### src/icache_pkg.sv
/* Shared widths, address field types, access width codes
   and the CPU address union for the instruction cache */

package icache_pkg;

    // Bus and line geometry
    localparam int ADDR_W     = 32;
    localparam int DATA_W     = 32;
    localparam int WORD_OFS_W = 5;             // Word within line
    localparam int LINE_WORDS = 32;            // Also the burst length
    localparam int TAG_W      = 20;            // Address bits 26..7
    localparam int BL_W       = 10;            // Wishbone burst length field

    // CPU access width
    typedef enum logic [1:0] {
        WIDTH_BYTE = 2'b00,
        WIDTH_HALF = 2'b01,
        WIDTH_WORD = 2'b10
    } width_e;

    // Word view of a byte address
    typedef struct packed {
        logic [ADDR_W-3:0] word_adr;
        logic [1:0]        byte_ofs;
    } addr_word_s;

    // Cache field view of the same address
    typedef struct packed {
        logic [ADDR_W-TAG_W-WORD_OFS_W-3:0] rsvd;   // Bits 31..27, ignored
        logic [TAG_W-1:0]                   tag;
        logic [WORD_OFS_W-1:0]              word_ofs;
        logic [1:0]                         byte_ofs;
    } addr_field_s;

    typedef union packed {
        addr_word_s  w;
        addr_field_s f;
    } icache_addr_u;

endpackage

### src/icache_tag_store.sv
/* Fully associative tag array with valid bits, parallel
   compare and the FIFO fill pointer */
`timescale 1ns/100ps

module icache_tag_store #(
    parameter int LINES = 16
) (
    input  logic                           mclk,
    input  logic                           rst_n,
    input  logic                           tag_wr_i,      // Store tag in fill slot
    input  logic [icache_pkg::TAG_W-1:0]   tag_wdata_i,
    input  logic [icache_pkg::TAG_W-1:0]   cmp_tag_i,     // From lookup address register
    output logic                           hit_o,
    output logic [$clog2(LINES)-1:0]       hit_idx_o,
    output logic [$clog2(LINES)-1:0]       fill_idx_o     // Next slot to be replaced
);

    localparam int IDX_W = $clog2(LINES);

    logic [icache_pkg::TAG_W-1:0] tag_q [LINES];
    logic [LINES-1:0]             valid_q;
    logic [IDX_W-1:0]             fill_q;

    // --------------------
    // Parallel compare
    always_comb begin
        hit_o     = 1'b0;
        hit_idx_o = '0;
        for (int i = 0; i < LINES; i++) begin
            if (valid_q[i] && (tag_q[i] == cmp_tag_i)) begin
                hit_o     = 1'b1;
                hit_idx_o = IDX_W'(i);      // Unique tags give one match at most
            end
        end
    end

    // Tag payload
    always_ff @(posedge mclk) begin
        if (tag_wr_i)
            tag_q[fill_q] <= tag_wdata_i;
    end

    // --------------------
    // Valid bits and FIFO pointer
    always_ff @(posedge mclk or negedge rst_n) begin
        if (!rst_n) begin
            valid_q <= '0;
            fill_q  <= '0;
        end else if (tag_wr_i) begin
            valid_q[fill_q] <= 1'b1;
            if (fill_q == IDX_W'(LINES - 1))
                fill_q <= '0;               // Wrap to the oldest slot
            else
                fill_q <= fill_q + 1'b1;
        end
    end

    assign fill_idx_o = fill_q;

endmodule

### config.mk
export PLATFORM = sky130hd
export DESIGN_NAME = icache_tag_store
export DESIGN_NICKNAME = d
export VERILOG_FILES = /design/src/icache_pkg.sv /design/src/icache_tag_store.sv
export SDC_FILE = /design/constraint.sdc
export NUM_CORES = 1
export LEC_CHECK = 0
export BUFFER_PORTS_ARGS = -buffer_cell sky130_fd_sc_hd__buf_4
export CAP_MARGIN = 20
export CORE_MARGIN = 8
export CORE_UTILIZATION = 50
export CTS_CLUSTER_DIAMETER = 50
export DETAILED_ROUTE_END_ITERATION = 16
export MAX_ROUTING_LAYER = met4
export PLACE_DENSITY = 0.71
export SLEW_MARGIN = 20
export SYNTH_ARGS = -nofsm -noshare
export SYNTH_HDL_FRONTEND = slang
export SYNTH_SLANG_ARGS = --single-unit
export TNS_END_PERCENT = 5
### constraint.sdc
create_clock -name mclk -period 3.58 [get_ports mclk]
set_clock_uncertainty 0.05 [all_clocks]
set_input_delay 0.537 -clock mclk [delete_from_list [all_inputs] [get_ports mclk]]
set_output_delay 0.537 -clock mclk [all_outputs]
set_load 0.01 [all_outputs]
; After elaboration in Yosys (flattened, before gate mapping)
; Memory sizes are Yosys's and may differ from the RTL's.
; Index checks and enable logic that the tools add are counted.
[totals]
reg_bits = 20
ram_bits = 320
inputBits = 43
word_cells = 77
memories = 1
[mem_list]
columns = memory, depth, word_bits, rd, rd_ports_with_merged_regs, wr, line
row1 = tag_q, 16, 20, 16, 0, 1, icache_tag_store.sv:20  ; logic [icache_pkg::TAG_W-1:0] tag_q [LINES];
[op_classes]
n_addsub = 1
magnitude_cmp = 2
n_eq_ne = 17
muxes = 36
n_bitwise = 1
reduce_logical = 17
[op_table]
columns = cell, n
row1 = $eq A20 B20 Y1, 16
row2 = $mux W4, 15
row3 = $mux W1, 20
row4 = $logic_and A1 B1 Y1, 17
row5 = $or A16 B16 Y16, 1
row6 = $lt A4 B5 Y1 const B, 1
row7 = $add A4 B1 Y4 const B, 1
row8 = $demux W1 S4, 1
row9 = $eq A4 B4 Y1 const B, 1
row10 = $ge A4 B1 Y1 const B, 1

; Logic depth before layout (Yosys ltp)
; Gate-level depths: netlist of the first run.
; An unclocked memory read counts as a cell.
[logic_depth]
depth_word = 19
depth_mapped = 11
ltp_nobuf = 9

; Least setup slack after synthesis of the first run
; OpenSTA, ideal clock, no wires.
[synth_timing]
kind = input port to flip-flop
start = in tag_wr_i
end = mem tag_q[3][0] in the netlist's numbering (enable)
setup_time_ns = 0.424
arrival_time_ns = 2.403
t_required_ns = 3.106
path_slack_ns = 0.703
cell_stages = 3
path_buffers = 1
path_cell_list = clkbuf_1 nand2_1 nor3_1
[synth_via]
elab_chain_cells = 2
[synth_rtl]
columns = element, line
row1 = "start, declared", icache_tag_store.sv:10  ; input logic tag_wr_i,
row2 = $mux W1, icache_tag_store.sv:39  ; if (tag_wr_i)
row3 = $mux W1 (implied by the code), icache_tag_store.sv:40  ; tag_q[fill_q] <= tag_wdata_i;
row4 = "end, declared", icache_tag_store.sv:20
; No other way between the ends.

==> results.ini, run 1 <==
[outcome]
status = finished clean

[worst_setup_path]
crit_path_start_kind = flip-flop
r2r_cells = 4
critPathKind = reg -> out
critPathArrivalTime_ns = 2.89
cp-end-kind = output pin
worstReg2RegStart = fill_idx_o[1]$_DFFE_PN0P_
cp_max_fo = 2
cp.required_ns = 2.99
crit_start = tag_q[3][9]$_DFFE_PP_

[logic_synthesis]
synth_cell_types = 30
synth.net_count = 946
async_flop_share = 0.05882
yosys.area.top_type = edfxtp_1
synth_area_leaders = edfxtp_1, xnor2_1, xor2_1, dfrtp_1, nand4_1
yosysWarnings = 0
synth.cell_area_sq_um = 14430
synth-edff-count = 320
seq_area_frac_synth = 0.7008
post_synth_inst_count = 899
postSynthAreaPerCell_sq_um = 16.05
synth_top_area_share = 0.6661
synth-seq-cells = 340
synth_flop_cell = edfxtp_1

[timing]
slew_violations = 0
worstMarginPinSlew_ns = 0.5953
tns_ns = 0
post-route-min-period_ns = 3.479
fin_crit_sh = 0.9718
max_slew_margin = 0.5995
fin_ws_ns = 0.1011
rsz0062_at_grt = no
hold_violations = 0
fmax_mhz = 287.4
setup_violations = 0

[drt]
drtIter0Drc = 941
ant_nets = 0
route.detailed.drc = 0
wirelength_mm = 36.80
post_drt_via_cell_ratio = 5.607
wirelength_met1_mm = 15.60
highest_layer = met4
wl_per_cell_um = 26.23
wl_met2_mm = 17.12
drt-pass1-iter-count = 5
dr_wl_met3_mm = 3.376
vias = 7867

[floorplanning]
die_x_um = 185.9
start_util = 0.5053
die_h_um = 185.9
ioPinCount = 52
coreArea_sq_um = 28550
die-area_sq_um = 34540
fp-row-count = 62

[place]
gp_congestion = 0.8164
portBuffers = 51
placed_area_sq_um = 15320
pre_cts_ws_ns = 0.2683
place_hpwl_mm = 23.07

[grt]
grt_max_degree = 22
grt_pass1_wl_mm = 52.72
overflow = 0
grt_pass1_vias = 7739
track_usage = 0.2223
antenna_found_initial = 1

[layout]
area_growth_pct = 14.20
regArea_sq_um = 10110
multi_input_area_sq_um = 4000
fin_area_sq_um = 16470
finish.utilization = 0.5771
fillers = 2266
drive_above_1_share = 0.1709
layout.nets = 1039

[cts]
cts_tree = yes
cts_sinks = 340
cts_buffers = 36
clk_path_buf_depth = 3
clkSlewWorstSetupHoldPaths_ns = 0.06
cts_setup_buffers = 0
htreeDepth = 2
clk_latency_ns = 0.51
root_buffer = clkbuf_16

[power_and_ir_drop]
power_w = 0.009629
peakVddDrop_uv = 427.8
leakage_nw = 5.282
power.density_nw_per_um2 = 584.5

[worst_hold_path]
min_path_type = in -> reg
hp-start = tag_wr_i
hold_path_depth = 2

[job]
drv_cap = 0

where the power goes:
group          internal (W)  switching [W]  total (W)
logic              0.000432       0.000668    0.00110
clock network       0.00214        0.00145    0.00359
registers           0.00476       0.000183    0.00494
cells in the final DEF (no fill, tap or decap), types with 4 or more instances in the layout:
cell type / synthesis / final
clkinv_1: 0 / 5
nor4_1: 31 / 31
xor2_1: 68 / 68
clkbuf_16: 0 / 37
inv_1: 4 / 4
dfrtp_1: 20 / 20
nand2_1: 12 / 12
nor2_2: 0 / 11
ha_1: 4 / 4
xnor2_1: 253 / 253
clkbuf_1: 3 / 13
nand3_1: 21 / 21
nand4_1: 65 / 65
edfxtp_1: 320 / 320
or2_2: 16 / 16
buf_4: 19 / 97
nand2b_1: 6 / 6
o21ai_0: 4 / 4
flip-flops by register name, indices dropped and copies added (netlist names):
register / flops
fill_idx_o: 4
tag_q: 320
valid_q: 16
logic make-up (layout without fill, tap and decap cells):
kind of cell               Yosys count  in the layout  synth area share
AOI/OAI and AO/OA                   15             15          0.006592
other                                0              1                 0
DFF                                340            340            0.7008
adders and majority gates            4              4          0.003470
and+or+nand+nor                    172            172           0.06913
buffers and inverters               47            166           0.02507
xor gates and xnor gates           321            321            0.1949
cell type report:
type,count,share of cell area
diodes,1,0.0001519
inverters,4,0.0009114
clock buffers,51,0.06000
flip-flops and latches,340,0.6137
multi-input cells,512,0.2428
well taps,384,0.02917
clock inverters,13,0.008431
repair buffers,98,0.04481
synth_stat cells, types with 6 or more instances:
cell type / instances
buf_6: 14
buf_2: 7
xor2_1: 68
nand3_1: 21
edfxtp_1: 320
xnor2_1: 253
dfrtp_1: 20
nor2_1: 14
nand2b_1: 6
buf_4: 19
nor4_1: 31
nand2_1: 12
nand4_1: 65
or2_2: 16
metrics by stage:
step                instances  hold WS (ns)
detailed placement       1337        0.4042
CTS                      1402        0.2291
finish                   1403        0.2401
floorplan                 899        0.1914
global route             1403        0.2537
global placement         1337        0.4012
what timing repair did:
item / 4_1_cts / 5_1_grt
endpoints found under the setup margin: 0 / 2
endpoints found under the hold margin: 20 / 0
hold buffers: 1 / 0
resized for setup: 0 / 1
worst paths after layout:
| check | end | slack [ns] |
|---|---|---|
| min reg2reg | valid_q[14]$_DFFE_PN0P_ | 0.42 |
| max in group asynchronous | valid_q[8]$_DFFE_PN0P_ | 2.71 |
| max reg2reg | tag_q[3][12]$_DFFE_PP_ | 1.80 |
| max | hit_idx_o[0] | 0.10 |
| min in group asynchronous | fill_idx_o[3]$_DFFE_PN0P_ | 0.44 |
| min | fill_idx_o[0]$_DFFE_PN0P_ | 0.24 |
critical path, cell delays in order, from the launching register on:
cell	delay (ns)
edfxtp_1	0.38
xnor2_1	0.18
nand4_1	0.18
nor4_1	0.58
nand4_1	0.16
o21ai_1	0.11
a21boi_1	0.08
o21ai_1	0.22
a21oi_1	0.11
o221ai_1	0.21
buf_4	0.17
routing by layer:
layer	vias up	GRT usage
li1	3447	-
met1	3973	0.3055
met2	389	0.3366
met3	58	0.04470
met4	0	0.05748
met5	-	-
Power figures use the tool's default switching activity.
==> run 2, diff against run 1 <==
Clock period 3.58 ns to 3.5 ns, I/O delays scaled along.
==> results.ini, run 2 (synthesis gave the netlist of run 1 again) <==
[layout]
area_growth_pct = 14.42
finish.utilization = 0.5782
final_common_cell = edfxtp_1
largest_reg_flops = 320
regArea_sq_um = 10110
antenna_cells = 0
largest-register = tag_q
drive_above_1_share = 0.1740
multi_input_area_sq_um = 4008
fillers = 2252
layout.nets = 1036
final_cell_mix = edfxtp_1, xnor2_1, buf_4

[drt]
wl_per_cell_um = 26.97
drtIter0Drc = 887
wirelength_mm = 37.78
route.detailed.drc = 0
ant_nets = 0
vias = 7808
post_drt_via_cell_ratio = 5.573
drt-pass1-iter-count = 5

[cts]
clk_latency_ns = 0.53
cts_buffers = 37
clk_path_buf_depth = 3
clkSlewWorstSetupHoldPaths_ns = 0.06
htreeDepth = 2
root_buffer = clkbuf_16
cts_sinks = 340
cts_setup_buffers = 0
cts_tree = yes

[power_and_ir_drop]
p_comb_frac = 0.113
p_clk_frac = 0.382
swShare = 0.2427
peakVddDrop_uv = 569.7
leakage_nw = 5.275
net-switching-power_w = 0.002426
seqPwrFrac = 0.506
power.density_nw_per_um2 = 605.6
intPower_w = 0.007570
power_w = 0.009996

[grt]
antenna_found_initial = 0
grt_pass1_wl_mm = 54.14
track_usage = 0.2282
grt_pass1_vias = 7812
overflow = 0
grt_max_degree = 22

[worst_setup_path]
reg2reg_to = tag_q[10][17]$_DFFE_PP_
critPathKind = reg -> out
cp.required_ns = 2.92
crit_path_start_kind = flip-flop
worstReg2RegStart = fill_idx_o[0]$_DFFE_PN0P_
timing.reg2reg.setup_slack_ns = 1.74
critPathArrivalTime_ns = 2.81
cp_max_fo = 5
r2r_cells = 5
cp-end-kind = output pin

[job]
drv_cap = 0

[floorplanning]
ioPinCount = 52
fp-row-count = 62
start_util = 0.5053
die_h_um = 185.9
die_x_um = 185.9
die-area_sq_um = 34540
coreArea_sq_um = 28550

[timing]
fmax_mhz = 295.8
tns_ns = 0
hold_violations = 0
holdWs_ns = 0.2089
slew_violations = 0
rsz0062_at_grt = no
setup_violations = 0
fin_crit_sh = 0.9659
worstMarginPinSlew_ns = 0.6438
max_slew_margin = 0.5669
post-route-min-period_ns = 3.381
fin_ws_ns = 0.1195

[place]
gp_congestion = 0.8345
portBuffers = 51
pre_cts_ws_ns = 0.1982
place_hpwl_mm = 23.03

[worst_hold_path]
hold_end = fill_idx_o[0]$_DFFE_PN0P_
min_path_type = in -> reg
hold_path_depth = 2
hp-start = tag_wr_i

[outcome]
status = finished clean

[run 2: final cells by class]
class                      count  area share
multi-input combinational    512      0.2428
timing repair buffer          94     0.04290
clock buffer                  48     0.06117
sequential                   340      0.6125
clock inverter                19     0.01061
tap                          384     0.02911
inverter                       4   0.0009096
[run 2: how the worst max path moves through the flow]
stage | cells after the start | to | start | slack (ns)
after floorplan | 3 | tag_q[3][0]$_DFFE_PP_ | tag_wr_i | 0.64
after global placement | 11 | hit_idx_o[0] | cmp_tag_i[9] | 0.22
after detailed placement | 10 | hit_o | cmp_tag_i[8] | 0.20
after CTS | 9 | hit_idx_o[1] | tag_q[2][15]$_DFFE_PP_ | 0.11
after global routing | 9 | hit_idx_o[1] | tag_q[2][2]$_DFFE_PP_ | 0.003
final | 10 | hit_idx_o[0] | tag_q[11][13]$_DFFE_PP_ | 0.12
[run 2: per-stage QoR]
stage                     std cells  cell area [sq um]
final                          1401              16510
after CTS                      1401              16490
after detailed placement       1333              15290
after global placement         1333              15290
after global routing           1401              16510
after floorplan                 899              14430
[run 2: power by group through the flow]
stage                     Clock [W]  Combinational (W)  Sequential, W
after floorplan                   0           0.000721        0.00509
after global placement            0            0.00110        0.00512
after detailed placement          0            0.00112        0.00513
after CTS                   0.00387            0.00113        0.00505
after global routing        0.00402            0.00121        0.00509
final                       0.00382            0.00113        0.00505
[run 2: what timing repair did]
item                                    4_1_cts  5_1_grt
endpoints found under the setup margin        0        2
resized for setup                             0        3
hold buffers                                  1        0
hold endpoints to repair                     20        0
[run 2: layer usage]
metal	global-route usage	wire length (um)	share of wire	up-vias
met4	0.06701	718	0.019	0
li1	-	-	-	3445
met5	-	0	0	-
met3	0.04177	3168	0.084	57
met1	0.3083	16150	0.43	3955
met2	0.3508	17740	0.47	351
[run 2: worst max-delay path, cell delays in order (launching register included)]
cell,delay (ns)
edfxtp_1,0.37
xnor2_1,0.16
nand3_1,0.20
nor4_1,0.60
buf_4,0.22
nand4_1,0.08
buf_4,0.17
nand2b_1,0.07
nand3_1,0.08
o221ai_1,0.17
buf_4,0.16
