`src/icache_pkg.sv`:
```
/* Shared widths, address field types, access width codes
   and the CPU address union for the instruction cache */

package icache_pkg;

    // Bus and line geometry
    localparam int ADDR_W     = 32;
    localparam int DATA_W     = 32;
    localparam int WORD_OFS_W = 5;             // Word within line
    localparam int LINE_WORDS = 32;            // Also the burst length
    localparam int TAG_W      = 20;            // Address bits 26..7
    localparam int BL_W       = 10;            // Wishbone burst length field

    // CPU access width
    typedef enum logic [1:0] {
        WIDTH_BYTE = 2'b00,
        WIDTH_HALF = 2'b01,
        WIDTH_WORD = 2'b10
    } width_e;

    // Word view of a byte address
    typedef struct packed {
        logic [ADDR_W-3:0] word_adr;
        logic [1:0]        byte_ofs;
    } addr_word_s;

    // Cache field view of the same address
    typedef struct packed {
        logic [ADDR_W-TAG_W-WORD_OFS_W-3:0] rsvd;   // Bits 31..27, ignored
        logic [TAG_W-1:0]                   tag;
        logic [WORD_OFS_W-1:0]              word_ofs;
        logic [1:0]                         byte_ofs;
    } addr_field_s;

    typedef union packed {
        addr_word_s  w;
        addr_field_s f;
    } icache_addr_u;

endpackage

```
`src/icache_refill.sv`:
```
/* Wishbone burst refill engine, writes a line into the RAM
   and then its tag into the tag store */
`timescale 1ns/100ps

module icache_refill #(
    parameter int LINES = 16
) (
    input  logic                                              mclk,
    input  logic                                              rst_n,
    input  logic                                              start_i,      // From lookup
    input  logic [icache_pkg::ADDR_W-1:0]                     line_addr_i,  // Line aligned
    output logic                                              done_o,
    input  logic [$clog2(LINES)-1:0]                          fill_idx_i,   // Slot to overwrite
    output logic                                              ram_wr_en_o,
    output logic [$clog2(LINES)+icache_pkg::WORD_OFS_W-1:0]   ram_wr_idx_o,
    output logic [icache_pkg::DATA_W-1:0]                     ram_wr_data_o,
    output logic                                              tag_wr_o,
    output logic [icache_pkg::TAG_W-1:0]                      tag_wdata_o,
    output logic                                              wb_stb_o,
    output logic                                              wb_we_o,
    output logic [icache_pkg::ADDR_W-1:0]                     wb_adr_o,
    output logic [icache_pkg::BL_W-1:0]                       wb_bl_o,
    input  logic [icache_pkg::DATA_W-1:0]                     wb_dat_i,
    input  logic                                              wb_ack_i,
    input  logic                                              wb_lack_i
);

    typedef enum logic [1:0] {
        RF_IDLE   = 2'd0,
        RF_BURST  = 2'd1,
        RF_FINISH = 2'd2
    } rf_state_e;

    rf_state_e                            state_q;
    icache_pkg::icache_addr_u             line_q;     // Captured at start
    logic [icache_pkg::WORD_OFS_W-1:0]    word_q;     // Ack counter
    logic                                 ack_ok;

    assign ack_ok = (state_q == RF_BURST) && wb_ack_i;

    // --------------------
    // Burst sequencing
    always_ff @(posedge mclk or negedge rst_n) begin
        if (!rst_n) begin
            state_q <= RF_IDLE;
            word_q  <= '0;
        end else begin
            case (state_q)
                RF_IDLE: begin
                    word_q <= '0;
                    if (start_i)
                        state_q <= RF_BURST;    // Strobe rises next cycle
                end
                RF_BURST: begin
                    if (wb_ack_i)
                        word_q <= word_q + 1'b1;
                    if (wb_ack_i && wb_lack_i)
                        state_q <= RF_FINISH;
                end
                RF_FINISH: state_q <= RF_IDLE;  // Done pulse
                default:   state_q <= RF_IDLE;
            endcase
        end
    end

    // Address payload
    always_ff @(posedge mclk) begin
        if (start_i && (state_q == RF_IDLE))
            line_q <= line_addr_i;
    end

    // --------------------
    // Wishbone request, held for the whole burst
    assign wb_stb_o = (state_q == RF_BURST);
    assign wb_we_o  = 1'b0;                             // Read only
    assign wb_adr_o = line_q;
    assign wb_bl_o  = icache_pkg::BL_W'(icache_pkg::LINE_WORDS);

    // RAM write per ack into the fill slot
    assign ram_wr_en_o   = ack_ok;
    assign ram_wr_idx_o  = {fill_idx_i, word_q};
    assign ram_wr_data_o = wb_dat_i;

    // Tag goes in with the last word
    assign tag_wr_o    = ack_ok && wb_lack_i;
    assign tag_wdata_o = line_q.f.tag;

    assign done_o = (state_q == RF_FINISH);

endmodule

```
`config.mk`:
```
export PLATFORM = sky130hd
export DESIGN_NAME = icache_refill
export DESIGN_NICKNAME = d
export VERILOG_FILES = /design/src/icache_pkg.sv /design/src/icache_refill.sv
export SDC_FILE = /design/constraint.sdc
export NUM_CORES = 1
export LEC_CHECK = 0
export BUFFER_PORTS_ARGS = -buffer_cell sky130_fd_sc_hd__buf_2
export CAP_MARGIN = 20
export CELL_PAD_IN_SITES_DETAIL_PLACEMENT = 2
export CELL_PAD_IN_SITES_GLOBAL_PLACEMENT = 2
export CORE_MARGIN = 10
export CORE_UTILIZATION = 17
export DETAILED_ROUTE_END_ITERATION = 10
export GPL_TIMING_DRIVEN = 0
export PLACE_DENSITY = 0.74
export SLEW_MARGIN = 20
export SYNTH_ARGS = -nofsm -noshare
export SYNTH_HDL_FRONTEND = slang
export SYNTH_SLANG_ARGS = --single-unit
```
`constraint.sdc`:
```
create_clock -name mclk -period 3.6 [get_ports mclk]
set_input_delay 0.36 -clock mclk [delete_from_list [all_inputs] [get_ports mclk]]
set_output_delay 0.36 -clock mclk [all_outputs]
set_load 0.05 [all_outputs]
```
# [Yosys cells after proc, flatten, opt, wreduce, memory -nomap -nowiden]
# Index checks and enable logic that the tools add are counted.
[totals] reg_bits=39 in_bits=73 out_inout_bits=108 wordCells=22
[classes] muxes=5 reduce_logical=8 n_eq_ne=5 add_sub_neg=1
[op_table] operator="one-hot mux 5 bit (2 select lines)" n=1
[op_table] operator="adder 5 x 1 -> 5 bit (second input constant)" n=1
[op_table] operator="two-way mux 5 bit" n=1
[op_table] operator="logical AND 1 bit" n=4
[op_table] operator="two-way mux 2 bit" n=2
[op_table] operator="!= test 2 x 1 -> 1 bit (second input constant)" n=2
[op_table] operator="one-hot mux 2 bit (2 select lines)" n=1
[op_table] operator="AND reduction 2 bit" n=2
[op_table] operator="== test 2 x 1 -> 1 bit (second input constant)" n=1
[op_table] operator="== test 2 bit (second input constant)" n=1
[op_table] operator="zero test 2 bit" n=1
[op_table] operator="!= test 2 bit (second input constant)" n=1
[op_table] operator="nonzero test 2 bit" n=1

# [Depth between registers and ports, before layout]
# Gate-level depths: netlist of the first run.
[logic_depth] depth_word=3 mapped_depth=5

# [Worst setup path before layout of the first run]
# Ideal clock, no wire load.
[synth_timing] kind="flip-flop to flip-flop" from="register state_q[0]" to="register line_q, in the netlist wb_adr_o[0] (enable)" path_stages_with_launch=3 period_less_slack_ns=3.363 n_path_buf=1 t_required_ns=3.132 arrival_time_ns=2.895 setup_ns=0.468 setup_slack_ns=0.237 path_cell_list="dfrtp_1 buf_2 nor3b_1"
[synth_between] elab_chain_len=2
[synth_lines] item="start, declared" line="icache_refill.sv:34" text="rf_state_e state_q;"
[synth_lines] item="start signal, assigned" line="icache_refill.sv:45" text="state_q <= RF_IDLE;"
[synth_lines] item="start signal, assigned" line="icache_refill.sv:52" text="state_q <= RF_BURST;"
[synth_lines] item="start signal, assigned" line="icache_refill.sv:58" text="state_q <= RF_FINISH;"
[synth_lines] item="zero test 2 bit" line="icache_refill.sv:68" text="if (start_i && (state_q == RF_IDLE))"
[synth_lines] item="logical AND 1 bit" line="icache_refill.sv:68"
[synth_lines] item="end signal, assigned" line="icache_refill.sv:69" text="line_q <= line_addr_i;"
[synth_lines] item="end, declared" line="icache_refill.sv:35" text="icache_pkg::icache_addr_u line_q;"
# Every way passes these cells.
# A chain may end at the register's enable or synchronous reset.

# [Worst setup path in the final report of the first run]
[layout_timing] from="register state_q[0]" to="register line_q, in the netlist wb_adr_o[7] (enable)"
# Same word-level chain as after synthesis.

==> impl_metrics.yaml, run 1 <==
synthesis:
  synth_xor_area_share_pct: 0
  synth_seq_cells: 39
  yosysWarnings: 0
  synth_common_cells: "67 x buf_4, 32 x edfxtp_1, 7 x dfrtp_1"
  synth.most_common_cell: "buf_4"
  synthSimpleGateAreaFrac_pct: 3.55
  synth_top_family_by_area: "buffers and inverters"
  yosysTopAreaCell: "edfxtp_1"
  synth_seq_area_share_pct: 62.0
  yosysUniqueCellTypes: 19
  netlist_instances: 135
  netlist_area_um2: 1830
  synth.area.top_cells: "edfxtp_1 52%, buf_4 27%, dfrtp_1 9.6%"
  synth-adder-area-share_pct: 0.683
  synthFlopType: "edfxtp_1"
  synth_edf_count: 32
  async_flop_share_pct: 17.9
  synth_top_area_share_pct: 52.4
  synth_compound_area_share_pct: 2.80
  avgSynthCellArea_um2: 13.6
  synthMuxAreaShare_pct: 1.64
critical_path:
  cp_slowest_stage_delay_ns: 0.47
  cp_top_family: "buffers and inverters"
  slowest_stage: "nor3b_2"
  crit_path_end_kind: "flop"
  cp_common_cell: "buf_4"
  worstPathCellList: "buf_2 -> nor3b_2 -> buf_4 -> buf_4 -> buf_4"
  critPathBufInv: 4
  cp-start-kind: "flop"
  rr_endpoint: "wb_adr_o[7]$_DFFE_PP_"
  cp.arrival_ns: 2.00
  critical_path_class: "flop to flop"
  timing.critical_path.fanout_max: 11
  critical_path.reg2reg.startpoint: "state_q[0]$_DFFE_PN0P_"
  required_ns: 3.59
  path_depth: 5
  reg2reg_depth: 5
  r2r_setup_slack_ns: 1.58
cells_and_area:
  multi_input_area_um2: 205
  syn_to_final_growth_pct: 54.1
  regArea_um2: 1140
  finalNonFillerCells: 425
  layout-drive-gt1-share_pct: 74.0
  utilization_pct: 27.1
  n_antenna_cell: 0
  stdcell_area_um2: 2830
  final_nets: 362
  nFillCells: 1178
timing:
  worst_pin_slew_ns: 0.526
  slew_viol_final: 0
  slew_headroom_pct: 64.8
  setup_viol: 0
  timing.clock.skew_ns: 0.00575
  fin_crit_ns: 2.02
  clock.fmax_mhz: 496
  period_share_pct: 56.0
  hold_viol: 0
  rsz0062_at_grt: "false"
  whs_ns: 0.242
power:
  finalPower_mw: 1.40
  p_leak_nw: 1.44
  ir_drop_uv: 135
  power_density_nw_per_um2: 495
routing:
  ant_nets: 0
  drtIter0Drc: 33
  vias: 1493
  first_pass_iters: 4
  drc: 0
  wl_per_cell_um: 15.6
  wl_um: 6650
  routed_via_density: 3.51
clock_tree:
  cts_resized: 0
  clk_latency_ns: 0.28
  htreeDepth: 2
  clk_pin_slew_ns: 0.08
  cts_max_path_buffers: 2
  post_cts_buffers: 0
  numCtsBuffers: 5
  clock_tree.root_cell: "clkbuf_8"
  clock_sinks: 39
  cts_tree: "built"
worst_hold_path:
  whs_path_depth: 1
  min_to: "wb_adr_o[24]$_DFFE_PP_"
  min_from: "line_addr_i[24]"
  hold_class: "input pin to flop"
placed_design:
  place_area_um2: 2730
  place_hpwl_um: 5950
  routabilityCongestion: 0.758
  portBuffers: 133
  dp_cells: 416
die:
  rows: 37
  die_h_um: 124
  dieArea_um2: 15300
  ios: 181
  die_x_um: 124
  start_util_pct: 17.6
  core_area_um2: 10400
run_status:
  outcome: "finished, final reports clean"
global_route:
  antenna_found_initial: 0
  grt_overflow_total: 0
  grt_max_degree: 13
  grt_pass1_vias: 1662
  grt_pass1_wl_um: 9380
  grt_usage_pct: 7.85
job:
  cap_violations: 0
==> power breakdown <==
group	internal (mW)	leakage, nW	switching (mW)
clock	0.135	0.0412	0.150
sequential	0.539	0.389	0.0261
combinational	0.144	1.01	0.404
total	0.818	1.44	0.581
==> how the worst max path moves through the flow <==
stage | start | end | slack (ns)
4_1_cts | state_q[0]$_DFFE_PN0P_ | wb_adr_o[7]$_DFFE_PP_ | 1.51
3_3_place_gp | state_q[0]$_DFFE_PN0P_ | wb_adr_o[17]$_DFFE_PP_ | -0.96
3_5_place_dp | state_q[0]$_DFFE_PN0P_ | wb_adr_o[23]$_DFFE_PP_ | 1.51
2_1_floorplan | state_q[0]$_DFFE_PN0P_ | wb_adr_o[0]$_DFFE_PP_ | 0.24
6_report | state_q[0]$_DFFE_PN0P_ | wb_adr_o[7]$_DFFE_PP_ | 1.58
5_1_grt | state_q[0]$_DFFE_PN0P_ | wb_adr_o[7]$_DFFE_PP_ | 1.40
==> layout make-up <==
class,count,share of cell area [%]
Buffer,70,18.8
Clock buffer,6,2.57
Clock inverter,2,0.443
Multi-Input combinational cell,35,7.26
Sequential cell,39,40.2
Tap cell,136,6.02
Timing Repair Buffer,137,24.7
==> kinds of logic after synthesis <==
logic type / Yosys count
buffers and inverters: 70
DFF: 39
and+or+nand+nor: 11
AOI/OAI and AO/OA: 9
muxes: 3
other: 2
adders and majority gates: 1
==> metal layers <==
layer,vias to the layer above,wire length [um],global-route usage (%)
met4,0,71,2.40
met3,6,982,4.03
met1,692,2170,7.52
met5,-,0,0
met2,109,3430,14.3
li1,686,-,-
==> placed cells by master, fill, tap and decap left out, drive strengths merged <==
cell type / instances
a21boi: 1
a311oi: 1
and3: 2
and3b: 1
buf: 206
clkbuf: 6
clkinv: 1
clkinvlp: 1
conb: 11
dfrtp: 7
dlygate4sd3: 1
edfxtp: 32
ha: 1
mux2i: 3
nand2: 2
nand4: 2
nor2: 1
nor2b: 2
nor3b: 1
o21ai: 7
==> sequential cells by signal, summed over array words and instances (netlist names) <==
name and flops:
state_q 2, wb_adr_o 32, word_q 5
==> metrics by stage <==
step           setup TNS, ns  setup slack, ns
3_5_place_dp               0             1.51
4_1_cts                    0             1.51
5_1_grt                    0             1.40
2_1_floorplan              0            0.237
3_3_place_gp          -30.72           -0.964
6_report                   0             1.58
==> worst register-to-register path, stage by stage, from the launching register on <==
cell     delay [ns]
dfrtp_1        0.37
buf_2          0.18
nor3b_2        0.47
buf_4          0.27
buf_4          0.20
buf_4          0.22
==> repair_timing <==
item | 4_1_cts | 5_1_grt
hold endpoints to repair | 7 | 0
setup endpoints to repair | 0 | 0
hold buffers | 1 | 0
No activity file was read; power rests on OpenSTA's default activity.
==> run 2, diff against run 1 <==
- clock period: 3.6 -> 1.75 ns (I/O delays scaled with it)
==> impl_metrics.yaml, run 2 (synthesis gave the netlist of run 1 again) <==
run_status:
  outcome: "finished, final reports clean"
cells_and_area:
  final_common_cell: "buf_2"
  syn_to_final_growth_pct: 54.9
  n_antenna_cell: 0
  nFillCells: 1212
  largest_reg_flops: 32
  finalNonFillerCells: 424
  final_nets: 361
  mostFrequentLayoutCells: "133 x buf_2, 67 x buf_4, 32 x edfxtp_1"
  utilization_pct: 27.3
  stdcell_area_um2: 2840
  layout-drive-gt1-share_pct: 74.3
power:
  pwr-share-clk_pct: 20.6
  p_int_mw: 1.69
  p_seq_share_pct: 40.1
  p_sw_mw: 1.21
  finalPower_mw: 2.90
  power_density_nw_per_um2: 1020
  p_leak_nw: 1.44
  p_sw_share_pct: 41.6
  pwr-share-comb_pct: 39.3
  ir_drop_uv: 247
worst_hold_path:
  hold_class: "input pin to flop"
  whs_path_depth: 1
  min_from: "line_addr_i[18]"
  min_to: "wb_adr_o[18]$_DFFE_PP_"
timing:
  setup_tns_ns: 0
  hold_viol: 0
  rsz0062_at_grt: "false"
  fin_ws_ns: 0.150
  period_share_pct: 91.4
  setup_viol: 0
  timing.clock.skew_ns: 0.00659
  clock.fmax_mhz: 625
  whs_ns: 0.0560
  fin_crit_ns: 1.60
  slew_viol_final: 0
clock_tree:
  clock_sinks: 39
  holdBufCountCts: 1
  post_cts_buffers: 0
  cts_tree: "built"
  cts_max_path_buffers: 2
  htreeDepth: 2
  clk_pin_slew_ns: 0.08
  clock_tree.root_cell: "clkbuf_8"
  clk_latency_ns: 0.29
  cts_resized: 0
  numCtsBuffers: 5
routing:
  vias: 1478
  wl_per_cell_um: 16.0
  wl_um: 6790
  first_pass_iters: 4
  routed_via_density: 3.49
  drtIter0Drc: 45
  drc: 0
  ant_nets: 0
die:
  die_x_um: 124
  start_util_pct: 17.6
  die_h_um: 124
  ios: 181
  rows: 37
  dieArea_um2: 15300
  core_area_um2: 10400
placed_design:
  place_ws_ns: 0.175
  routabilityCongestion: 0.713
  dp_cells: 415
  portBuffers: 133
  place_area_um2: 2750
  place_hpwl_um: 5990
critical_path:
  critical_path_class: "flop to primary output"
  timing.critical_path.fanout_max: 10
  rr_endpoint: "wb_adr_o[13]$_DFFE_PP_"
  cp.arrival_ns: 1.42
  r2r_setup_slack_ns: 0.19
  cp-start-kind: "flop"
  required_ns: 1.57
  reg2reg_depth: 4
  crit_path_end_kind: "primary output"
  critical_path.reg2reg.startpoint: "state_q[0]$_DFFE_PN0P_"
global_route:
  grt_max_degree: 17
  antenna_found_initial: 0
  grt_usage_pct: 8.03
  grt_pass1_vias: 1693
  grt_overflow_total: 0
  grt_pass1_wl_um: 9490
job:
  cap_violations: 0
==> run 2: cell types whose count changed in the layout (fill, tap and decap cells not counted), sizes merged <==
cell,change
buf,-1
==> run 2: critical path: stages (launching register included) <==
cell     delay, ns
dfrtp_1       0.38
buf_6         0.14
and3b_1       0.22
buf_6         0.13
buf_2         0.26
==> run 2: metal layers <==
metal  share of wire [%]  up-vias  GRT usage (%)
li1                    -      685              -
met1                  30      705           7.23
met2                  58       84           15.6
met3                  11        4           3.53
met5                   0        -              0
met4                 1.0        0           2.62
==> run 2: how the worst max path moves through the flow <==
stage | start | to | slack (ns) | cells past startpoint
after global routing | state_q[0]$_DFFE_PN0P_ | tag_wr_o | 0.07 | 4
after detailed placement | state_q[0]$_DFFE_PN0P_ | wb_adr_o[13]$_DFFE_PP_ | 0.18 | 4
final | state_q[1]$_DFFE_PN0P_ | ram_wr_en_o | 0.15 | 4
after global placement | state_q[0]$_DFFE_PN0P_ | wb_adr_o[13]$_DFFE_PP_ | -0.44 | 2
after CTS | state_q[1]$_DFFE_PN0P_ | ram_wr_en_o | 0.12 | 4
after floorplan | state_q[0]$_DFFE_PN0P_ | wb_adr_o[0]$_DFFE_PP_ | -0.05 | 2
==> run 2: cell type report <==
class,count,area [um^2],share of cell area [%]
flip-flops and latches,39,1140,40.0
repair buffers,136,698,24.6
plain buffers,70,537,18.9
multi-input cells,35,214,7.53
well taps,136,170,5.99
clock buffers,6,72.6,2.56
clock inverters,2,12.5,0.441
==> run 2: power by group through the flow <==
stage                     clock network [mW]  logic (mW)  registers, mW
after floorplan                            0       0.614           1.45
after global placement                     0        1.12           1.18
after detailed placement                   0        1.15           1.19
after CTS                              0.639        1.16           1.17
after global routing                   0.678        1.20           1.18
final                                  0.598        1.14           1.16
