**config.mk**
```make
export PLATFORM = sky130hd
export DESIGN_NAME = icache_lookup
export DESIGN_NICKNAME = d
export VERILOG_FILES = /design/src/icache_pkg.sv /design/src/icache_lookup.sv
export SDC_FILE = /design/constraint.sdc
export NUM_CORES = 1
export LEC_CHECK = 0
export BUFFER_PORTS_ARGS = -buffer_cell sky130_fd_sc_hd__buf_2
export CAP_MARGIN = 25
export CORE_AREA = 2 2 69 87
export CTS_BUF_LIST = sky130_fd_sc_hd__clkbuf_4 sky130_fd_sc_hd__clkbuf_8 sky130_fd_sc_hd__clkbuf_16
export CTS_CLUSTER_DIAMETER = 100
export DETAILED_ROUTE_END_ITERATION = 8
export DIE_AREA = 0 0 71 89
export GPL_TIMING_DRIVEN = 0
export PLACE_DENSITY = 0.95
export SYNTH_ARGS = -nofsm -noshare
export SYNTH_HDL_FRONTEND = slang
export SYNTH_SLANG_ARGS = --single-unit
```
**constraint.sdc**
```tcl
create_clock -name mclk -period 4.1 [get_ports mclk]
set_input_delay 0.615 -clock mclk [delete_from_list [all_inputs] [get_ports mclk]]
set_output_delay 0.615 -clock mclk [all_outputs]
set_load 0.005 [all_outputs]
```
**src/icache_pkg.sv**
```systemverilog
/* Shared widths, address field types, access width codes
   and the CPU address union for the instruction cache */

package icache_pkg;

    // Bus and line geometry
    localparam int ADDR_W     = 32;
    localparam int DATA_W     = 32;
    localparam int WORD_OFS_W = 5;             // Word within line
    localparam int LINE_WORDS = 32;            // Also the burst length
    localparam int TAG_W      = 20;            // Address bits 26..7
    localparam int BL_W       = 10;            // Wishbone burst length field

    // CPU access width
    typedef enum logic [1:0] {
        WIDTH_BYTE = 2'b00,
        WIDTH_HALF = 2'b01,
        WIDTH_WORD = 2'b10
    } width_e;

    // Word view of a byte address
    typedef struct packed {
        logic [ADDR_W-3:0] word_adr;
        logic [1:0]        byte_ofs;
    } addr_word_s;

    // Cache field view of the same address
    typedef struct packed {
        logic [ADDR_W-TAG_W-WORD_OFS_W-3:0] rsvd;   // Bits 31..27, ignored
        logic [TAG_W-1:0]                   tag;
        logic [WORD_OFS_W-1:0]              word_ofs;
        logic [1:0]                         byte_ofs;
    } addr_field_s;

    typedef union packed {
        addr_word_s  w;
        addr_field_s f;
    } icache_addr_u;

endpackage

```
**src/icache_lookup.sv**
```systemverilog
/* CPU side controller: tag compare sequencing, miss handling
   and byte/halfword extraction */
`timescale 1ns/100ps

module icache_lookup #(
    parameter int LINES = 16
) (
    input  logic                                              mclk,
    input  logic                                              rst_n,
    input  logic                                              cpu_req_i,
    input  logic [icache_pkg::ADDR_W-1:0]                     cpu_addr_i,
    input  icache_pkg::width_e                                cpu_width_i,
    output logic                                              cpu_busy_o,
    output logic                                              cpu_rvalid_o,
    output logic [icache_pkg::DATA_W-1:0]                     cpu_rdata_o,
    output logic [icache_pkg::TAG_W-1:0]                      cmp_tag_o,
    input  logic                                              hit_i,
    input  logic [$clog2(LINES)-1:0]                          hit_idx_i,
    output logic                                              refill_start_o,
    output logic [icache_pkg::ADDR_W-1:0]                     refill_addr_o,
    input  logic                                              refill_done_i,
    output logic                                              ram_rd_en_o,
    output logic [$clog2(LINES)+icache_pkg::WORD_OFS_W-1:0]   ram_rd_idx_o,
    input  logic [icache_pkg::DATA_W-1:0]                     ram_rd_data_i
);

    localparam int OFS_W = icache_pkg::WORD_OFS_W;

    typedef enum logic [2:0] {
        LK_IDLE    = 3'd0,
        LK_COMPARE = 3'd1,
        LK_READ    = 3'd2,
        LK_RESP    = 3'd3,
        LK_REFILL  = 3'd4
    } lk_state_e;

    lk_state_e                   state_q;
    icache_pkg::icache_addr_u    req_q;         // Latched CPU address
    icache_pkg::width_e          width_q;
    logic [$clog2(LINES)-1:0]    line_q;        // Hit slot
    logic                        start_q;
    logic [icache_pkg::DATA_W-1:0] lane;

    // --------------------
    // Request FSM
    always_ff @(posedge mclk or negedge rst_n) begin
        if (!rst_n) begin
            state_q <= LK_IDLE;
            start_q <= 1'b0;
        end else begin
            start_q <= 1'b0;
            case (state_q)
                LK_IDLE: if (cpu_req_i) state_q <= LK_COMPARE;
                LK_COMPARE: begin
                    if (hit_i) begin
                        state_q <= LK_READ;
                    end else begin
                        start_q <= 1'b1;            // One refill pulse
                        state_q <= LK_REFILL;
                    end
                end
                LK_READ:   state_q <= LK_RESP;
                LK_RESP:   state_q <= LK_IDLE;
                LK_REFILL: if (refill_done_i) state_q <= LK_COMPARE;  // Now hits
                default:   state_q <= LK_IDLE;
            endcase
        end
    end

    // Request and hit slot payload
    always_ff @(posedge mclk) begin
        if ((state_q == LK_IDLE) && cpu_req_i) begin
            req_q   <= cpu_addr_i;
            width_q <= cpu_width_i;
        end
        if ((state_q == LK_COMPARE) && hit_i)
            line_q <= hit_idx_i;
    end

    assign cmp_tag_o      = req_q.f.tag;
    assign refill_start_o = start_q;
    // Line base, word offset and byte bits cleared
    assign refill_addr_o  = {req_q.w.word_adr[icache_pkg::ADDR_W-3:OFS_W], {(OFS_W + 2){1'b0}}};

    assign ram_rd_en_o  = (state_q == LK_READ);
    assign ram_rd_idx_o = {line_q, req_q.f.word_ofs};

    // --------------------
    // Lane select and zero extend
    assign lane = ram_rd_data_i >> {req_q.f.byte_ofs, 3'b000};

    always_comb begin
        case (width_q)
            icache_pkg::WIDTH_BYTE: cpu_rdata_o = {24'h0, lane[7:0]};
            icache_pkg::WIDTH_HALF: cpu_rdata_o = {16'h0, lane[15:0]};  // Offset 0 or 2
            default:                cpu_rdata_o = ram_rd_data_i;
        endcase
    end

    assign cpu_rvalid_o = (state_q == LK_RESP);
    assign cpu_busy_o   = (state_q != LK_IDLE);

endmodule

```
# Yosys cells after proc, flatten, opt, wreduce, memory -nomap -nowiden
# Index checks and enable logic that the tools add are counted.
dict set report totals {
  out_inout_bits 97
  regBits 42
  rom_bits 0
  ramBits 0
  latch_bits 0
  memories 0
}
dict set report op_classes {
  n_mux 7
  n_shift 1
  bitwise_logic 0
  order_cmp 0
  reduce_logical 6
  mul 0
  div_mod_pow 0
  add_sub_neg 0
  n_eq_ne 7
}
# operator count
set ops {}
lappend ops {{$pmux W32 S2} 1}
lappend ops {{$shr A32 B5 Y16} 1}
lappend ops {{$pmux W3 S4} 1}
lappend ops {{$mux W3} 3}
lappend ops {{$eq A3 B2 Y1 const B} 2}
lappend ops {{$ne A2 B2 Y1 const B} 2}
lappend ops {{$eq A3 B1 Y1 const B} 1}
lappend ops {{$eq A3 B3 Y1 const B} 1}
lappend ops {{$logic_not A3 Y1} 1}
lappend ops {{$reduce_bool A3 Y1} 1}
lappend ops {{$eq A2 B1 Y1 const B} 1}
lappend ops {{$logic_and A1 B1 Y1} 2}
lappend ops {{$logic_not A2 Y1} 1}
lappend ops {{$mux W1} 2}
lappend ops {{$reduce_and A2 Y1} 1}

# Logic depth before layout (Yosys ltp)
# Gate-level depths: netlist of the first run.
dict set report logic_depth {
  ltp_word 3
  ltp_mapped 5
  depth_no_buf 3
}

# Worst setup path after synthesis of the first run
# No wires, ideal clock.
dict set report synth_path {
  path_kind {register -> register}
  start {register state_q[2]}
  end {register req_q[0] (netlist bit) (enable)}
  path_slack_ps 1413
  synth_period_minus_slack_ps 2687
  t_arrival_ps 2261
  path_stages_with_launch 3
  path_cell_list {dfrtp_1 > or3_1 > nor2_1}
}
dict set report synth_between {
  elab_chain_cells 2
}
# element line
set synth_rtl {}
lappend synth_rtl {{start: declaration} icache_lookup.sv:37} ;# lk_state_e state_q;
lappend synth_rtl {{start signal: assignment} icache_lookup.sv:48} ;# state_q <= LK_IDLE;
lappend synth_rtl {{start signal: assignment} icache_lookup.sv:53} ;# LK_IDLE: if (cpu_req_i) state_q <= LK_COMPARE;
lappend synth_rtl {{start signal: assignment} icache_lookup.sv:56} ;# state_q <= LK_READ;
lappend synth_rtl {{$logic_not A3 Y1} icache_lookup.sv:72} ;# if ((state_q == LK_IDLE) && cpu_req_i) begin
lappend synth_rtl {{$logic_and A1 B1 Y1} icache_lookup.sv:72}
lappend synth_rtl {{end signal: assignment} icache_lookup.sv:73} ;# req_q <= cpu_addr_i;
lappend synth_rtl {{end: declaration} icache_lookup.sv:38} ;# icache_pkg::icache_addr_u req_q;
# Every way passes these cells.
# A chain may end at the register's enable or synchronous reset.

# Worst setup path in the final report of the first run
dict set report layout_path {
  start {register req_q[1] (netlist bit)}
  end {output cpu_rdata_o[13] (netlist bit)}
}
dict set report layout_between {
  elab_chain_cells 2
}
# element line
set layout_rtl {}
lappend layout_rtl {{$shr A32 B5 Y16} icache_lookup.sv:90} ;# assign lane = ram_rd_data_i >> {req_q.f.byte_ofs, 3'b000};
lappend layout_rtl {{$pmux W32 S2} icache_lookup.sv:93} ;# case (width_q)
lappend layout_rtl {{end: declaration} icache_lookup.sv:15} ;# output logic [icache_pkg::DATA_W-1:0] cpu_rdata_o,
# Every way passes these cells.

==> metrics.cfg, run 1 <==
[cells_and_area]
area_growth_pct=44.06
n_antenna_cell=0
fillCellCount=445
nNetsFinal=450
drive_above_1_share_pct=63.30

[worst_setup_path]
critPathTopFamily=buffers and inverters
crit_arrival_ns=1.64
required_ns=3.48
critPathKind=reg2out
crit_path_start=req_q[1]
start_kind=flop
cp_max_fo=10
cpMaxStageDelayCell=edfxtp_1
worst-path-buf-inv=3
crit-reg2reg-launch=state_q[2]
crit_chain=buf_6 > buf_6 > mux2i_1 > o2bb2ai_1 > a22o_1 > buf_2
worstSetupEndpointType=primary output
cp_common_cell=buf_6
cp_slowest_stage_delay_ns=0.34

[run_status]
outcome=finished clean

[clock_network]
cts_root_buf=clkbuf_8
clk_pin_slew_ns=0.07
numCtsBuffers=5
clk_latency_ns=0.29
cts_setup_buffers=0
post_cts_resize_count=0
cts.sinks=42
clockBufferDepth=2
tritoncts=built
cts_htree_levels=2
postCtsHoldBufs=0

[sta]
grt_setup_unrepaired=no
finalMaxSlewViolations=0
fmax_ghz=0.4433
finClkSkew_ns=0.001990
setup_tns_ns=0
fin_crit_ns=2.256
worst-slew-pin-transition_ns=0.9162
setup_violations=0
period_share_pct=55.01
relSlewSlack_pct=38.77
timing_hold_violations_final=0

[placement]
globalplace.congestion=0.8815
io_buffers=164
hpwl_um=4776

[logic_synthesis]
yosysSeqAreaShare_pct=53.30
avgSynthCellArea_sq_um=11.76
synth-seq-cells=42
yosys_warnings=0
postSynthCellCount=198
synth.top_cell.area_share_pct=49.01
yosys.area.top_type=edfxtp_1
syn-cell-area_sq_um=2328
synth.area.top_cells=edfxtp_1 49%, buf_4 18%, and2_1 4.3%, dfrtp_1 4.3%, mux2i_1 3.9%
synth_cell_type_count=29

[route]
wirelength_um=5786
dr.first_iter.drc_count=18
drc=0
vias=2033
wl_per_cell_um=13.15
ant_nets=0
via_per_inst=4.620
first_pass_iters=4

[power_and_ir_drop]
power_w=0.001567
p_per_area_nw_per_um2=467.1
peakVddDrop_uv=390.5
p_leak_nw=1.704

[floorplan]
initial_core_util_pct=42.78
rows=30
die_h_um=89
core_sq_um=5443
dieArea_sq_um=6319
ioPinCount=172
fp.dieW_um=71

[global_route]
grt_pass1_wl_um=8549
grt_pass1_vias=1927
grt-ovfl-total=0
antenna_found_initial=0
grt_max_degree=35
grt.total_usage_pct=17.58

[flow_run]
maxCapViolations=0

[min_path]
hold_class=in2async

[worst paths after layout]
kind	endpoint	slack, ns	depth (start not counted)
hold / removal	state_q[1]	0.12	1
setup reg to reg	req_q[10]	2.12	2
min in group mclk	req_q[2]	0.49	1
setup / recovery	cpu_rdata_o[13]	1.84	6
max in group asynchronous	refill_start_o	3.86	1
hold reg to reg	state_q[2]	0.54	1
[layout make-up]
type                            count  area (sq um)  area share, %
Sequential cell                    42          1241          37.00
Timing Repair Buffer              164         820.8          24.47
Multi-Input combinational cell     93         624.3          18.61
Buffer                             66         481.7          14.36
Clock buffer                        6         82.58          2.462
Tap cell                           64         80.08          2.387
Clock inverter                      2         12.51         0.3730
Inverter                            3         11.26         0.3357
[sequential cells by signal, indices dropped and copies added (netlist names)]
name            count
line_q              4
refill_start_o      1
req_q              32
state_q             3
width_q             2
[report_power, final]
group / total [W] / switching (W) / internal (W)
clock network: 0.000267 / 0.000132 / 0.000135
registers: 0.000648 / 0.0000542 / 0.000594
logic: 0.000651 / 0.000296 / 0.000356
[Yosys cell counts]
cell type / instances
buf_4: 57
edfxtp_1: 38
and2_1: 16
nand2_1: 10
mux2i_1: 9
a22o_1: 7
o2bb2ai_1: 7
nor2_1: 6
o221ai_1: 5
buf_2: 4
dfrtp_1: 4
nor3_1: 4
a21oi_1: 3
a2bb2oi_1: 3
inv_1: 3
nand2b_1: 3
o22a_1: 3
buf_6: 2
clkbuf_1: 2
nor2b_1: 2
or2_2: 2
a21boi_0: 1
a22oi_1: 1
buf_1: 1
conb_1: 1
nor3b_1: 1
o21bai_1: 1
or2_0: 1
or3_1: 1
[worst register-to-register path: stages (launching register included)]
cell and delay (ns):
dfrtp_1 0.43, or3_1 0.45, nor2_4 0.72
[cell usage in the layout, fill, tap and decap left out, drive strengths merged]
cell	instances
a22oi	1
mux2i	9
conb	7
and2	16
a2bb2oi	3
clkinvlp	1
nor2	6
o22a	3
clkinv	1
inv	3
nand2b	3
edfxtp	38
buf	228
dfrtp	4
nor3b	1
o221ai	5
o21bai	1
or3	1
nor2b	2
or2	3
a21oi	3
o2bb2ai	7
a21boi	1
clkbuf	8
nand2	10
nor3	4
a22o	7
[layer usage]
metal | part of all wire [%] | track usage [%] | vias up
met2 | 55 | 35.68 | 130
met5 | 0 | 0 | -
met3 | 11 | 5.411 | 8
met1 | 33 | 15.95 | 904
li1 | - | - | 991
met4 | 1.5 | 7.204 | 0
[through the flow]
stage,instances,setup WS [ns],util [%],instance area (sq um),hold slack [ns]
final,440,1.844,61.63,3354,0.1197
after global routing,440,1.737,61.63,3354,0.1154
after CTS,440,1.845,61.63,3354,0.1080
after detailed placement,432,2.114,59.89,3259,0.4290
after global placement,432,0.9644,59.75,3252,0.4283
after floorplan,204,1.413,-,2351,0.3194
[cells by family after synthesis]
logic type / Yosys count / synth area share [%]
buffers and inverters: 69 / 21.17
multiplexers: 9 / 3.869
AO/OA/AOI/OAI: 31 / 11.02
other: 1 / 0.1610
flip-flops: 42 / 53.30
AND/OR/NAND/NOR: 46 / 10.48
(Power assumes the default switching activity.)
==> run 2, diff against run 1 <==
--- a/config.mk
+++ b/config.mk
@@ -7,13 +7,13 @@
 export LEC_CHECK = 0
 export BUFFER_PORTS_ARGS = -buffer_cell sky130_fd_sc_hd__buf_2
 export CAP_MARGIN = 25
-export CORE_AREA = 2 2 69 87
+export CORE_AREA = 2 2 74 94
 export CTS_BUF_LIST = sky130_fd_sc_hd__clkbuf_4 sky130_fd_sc_hd__clkbuf_8 sky130_fd_sc_hd__clkbuf_16
 export CTS_CLUSTER_DIAMETER = 100
 export DETAILED_ROUTE_END_ITERATION = 8
-export DIE_AREA = 0 0 71 89
+export DIE_AREA = 0 0 76 96
 export GPL_TIMING_DRIVEN = 0
-export PLACE_DENSITY = 0.95
+export PLACE_DENSITY = 0.87
 export SYNTH_ARGS = -nofsm -noshare
 export SYNTH_HDL_FRONTEND = slang
 export SYNTH_SLANG_ARGS = --single-unit
==> constraint.sdc (replaced) <==
create_clock -name mclk -period 2.05 [get_ports mclk]
set_input_delay 0.3075 -clock mclk [delete_from_list [all_inputs] [get_ports mclk]]
set_output_delay 0.3075 -clock mclk [all_outputs]
set_load 0.005 [all_outputs]
==> metrics.cfg, run 2 (synthesis gave the netlist of run 1 again) <==
[sta]
fmax_ghz=0.5235
period_share_pct=93.18
fin_crit_ns=1.910
relSlewSlack_pct=59.24  ; +20 points
worst_hold_slack_ns=0.1883  ; +0.06860 ns
worst-slew-pin-transition_ns=0.6101  ; -0.3061 ns
setup_violations=0  ; unchanged
finalMaxSlewViolations=0  ; unchanged
setup_tns_ns=0  ; unchanged
timing_hold_violations_final=0  ; unchanged
finClkSkew_ns=0.007926  ; +0.005936 ns
grt_setup_unrepaired=no

[global_route]
grt_max_degree=35  ; unchanged
grt_pass1_wl_um=9542  ; +12%
grt_pass1_vias=2090  ; +8.5%
antenna_found_initial=0  ; unchanged
grt-ovfl-total=0  ; unchanged
grt.total_usage_pct=16.64  ; -0.94 points

[worst_setup_path]
cp_max_fo=6  ; -4
start_kind=flop
critPathKind=reg2out
worstSetupEndpointType=primary output
required_ns=1.74  ; -1.74 ns
reg2reg_to=req_q[28]
worstRegToRegCells=2  ; unchanged
crit-reg2reg-launch=state_q[2]
crit_arrival_ns=1.60  ; -0.04 ns
reg2reg_slack_ns=0.29  ; -1.83 ns

[clock_network]
numCtsBuffers=5  ; unchanged
cts.sinks=42  ; unchanged
cts_htree_levels=2  ; unchanged
tritoncts=built
clk_pin_slew_ns=0.08  ; about the same
cts_root_buf=clkbuf_8
clockBufferDepth=2  ; unchanged
clk_latency_ns=0.29  ; about the same

[route]
vias=2056  ; +1.1%
dr.first_iter.drc_count=36  ; +18
via_per_inst=4.393  ; -4.9%
wirelength_um=6109  ; +5.6%
drc=0  ; unchanged
ant_nets=0  ; unchanged
wl_per_cell_um=13.05  ; -0.73%
first_pass_iters=4  ; unchanged

[cells_and_area]
nNetsFinal=455  ; +1.1%
final_common_cell=buf_2
area_growth_pct=47.39
largest_register_ffs=32  ; unchanged
n_antenna_cell=0  ; unchanged
mostFrequentLayoutCells=168 x buf_2, 60 x buf_4, 38 x edfxtp_1, 16 x and2_1, 10 x nand2_1
fillCellCount=553  ; +24%
final_area_sq_um=3432  ; +2.3%
stdcell_count=468  ; +6.4%
drive_above_1_share_pct=64.57  ; +1.3 points
max_flop_register=req_q
largestRegisters=req_q: 32 flops, line_q: 4 flops, state_q: 3 flops
utilization_pct=53.63  ; -8.0 points

[min_path]
hold_end=req_q[20]
hold_start=cpu_addr_i[20]
hold_class=in2reg
min_delay_path_depth=1

[placement]
hpwl_um=4977  ; +4.2%
io_buffers=164  ; unchanged
placed_cells=455  ; +5.3%
place_area_sq_um=3288  ; +0.88%
globalplace.congestion=0.7685  ; -13%

[floorplan]
initial_core_util_pct=36.38  ; -6.4 points
dieArea_sq_um=7296  ; +15%
ioPinCount=172  ; unchanged
core_sq_um=6400  ; +18%
rows=33  ; +10%
fp.dieW_um=76  ; +7.0%
die_h_um=96  ; +7.9%

[flow_run]
maxCapViolations=0  ; unchanged

[run_status]
outcome=finished clean

[power_and_ir_drop]
peakVddDrop_uv=750.5  ; +92%
p_leak_nw=1.728  ; +1.4%
p_per_area_nw_per_um2=923.1  ; +98%

-- run 2: power by group --
part           switching (W)  leakage [nW]  internal (W)
clock network       0.000279        0.0441      0.000239
registers           0.000103         0.405       0.00118
logic               0.000625          1.28      0.000738
total                0.00101          1.73       0.00216
-- run 2: area by class of cell --
type	count	area, sq um	share of cell area [%]
Buffer	66	484.2	14.11
Clock buffer	5	68.82	2.005
Clock inverter	3	21.27	0.6198
Inverter	3	11.26	0.3281
Multi-Input combinational cell	94	643.1	18.74
Sequential cell	42	1241	36.16
Tap cell	87	108.9	3.172
Timing Repair Buffer	168	853.3	24.86
-- run 2: layer usage --
metal | track usage [%] | wire length (um)
met5 | 0 | 0
met2 | 34.38 | 3350
met1 | 14.32 | 1954
met4 | 6.667 | 102
met3 | 6.285 | 702
-- run 2: how the worst max path moves through the flow --
| stage | to | from | slack, ns |
|---|---|---|---|
| 2_1_floorplan | req_q[0] | state_q[2] | 0.28 |
| 3_3_place_gp | req_q[26] | state_q[2] | 0.11 |
| 3_5_place_dp | req_q[7] | state_q[2] | 0.05 |
| 4_1_cts | req_q[14] | state_q[2] | 0.03 |
| 5_1_grt | cpu_rdata_o[13] | req_q[0] | 0.03 |
| 6_report | cpu_rdata_o[10] | req_q[1] | 0.14 |
-- run 2: critical path, stage by stage, from the launching register on --
cell	delay, ns
edfxtp_1	0.40
buf_6	0.15
buf_4	0.14
mux2i_1	0.20
o2bb2ai_1	0.10
a22o_1	0.21
buf_2	0.13
-- run 2: through the flow --
step | setup WS [ns] | power (W)
floorplan | 0.2788 | 0.002068
global placement | 0.1058 | 0.002593
detailed placement | 0.05492 | 0.002637
CTS | 0.02668 | 0.003161
global route | 0.03074 | 0.003389
finish | 0.1398 | 0.003168
-- run 2: timing repair --
item | 4_1_cts | 5_1_grt
endpoints found under the setup margin | 0 | 50
endpoints found under the hold margin | 4 | 0
buffers inserted | 0 | 3
resized for setup | 0 | 6
hold buffers | 1 | 0
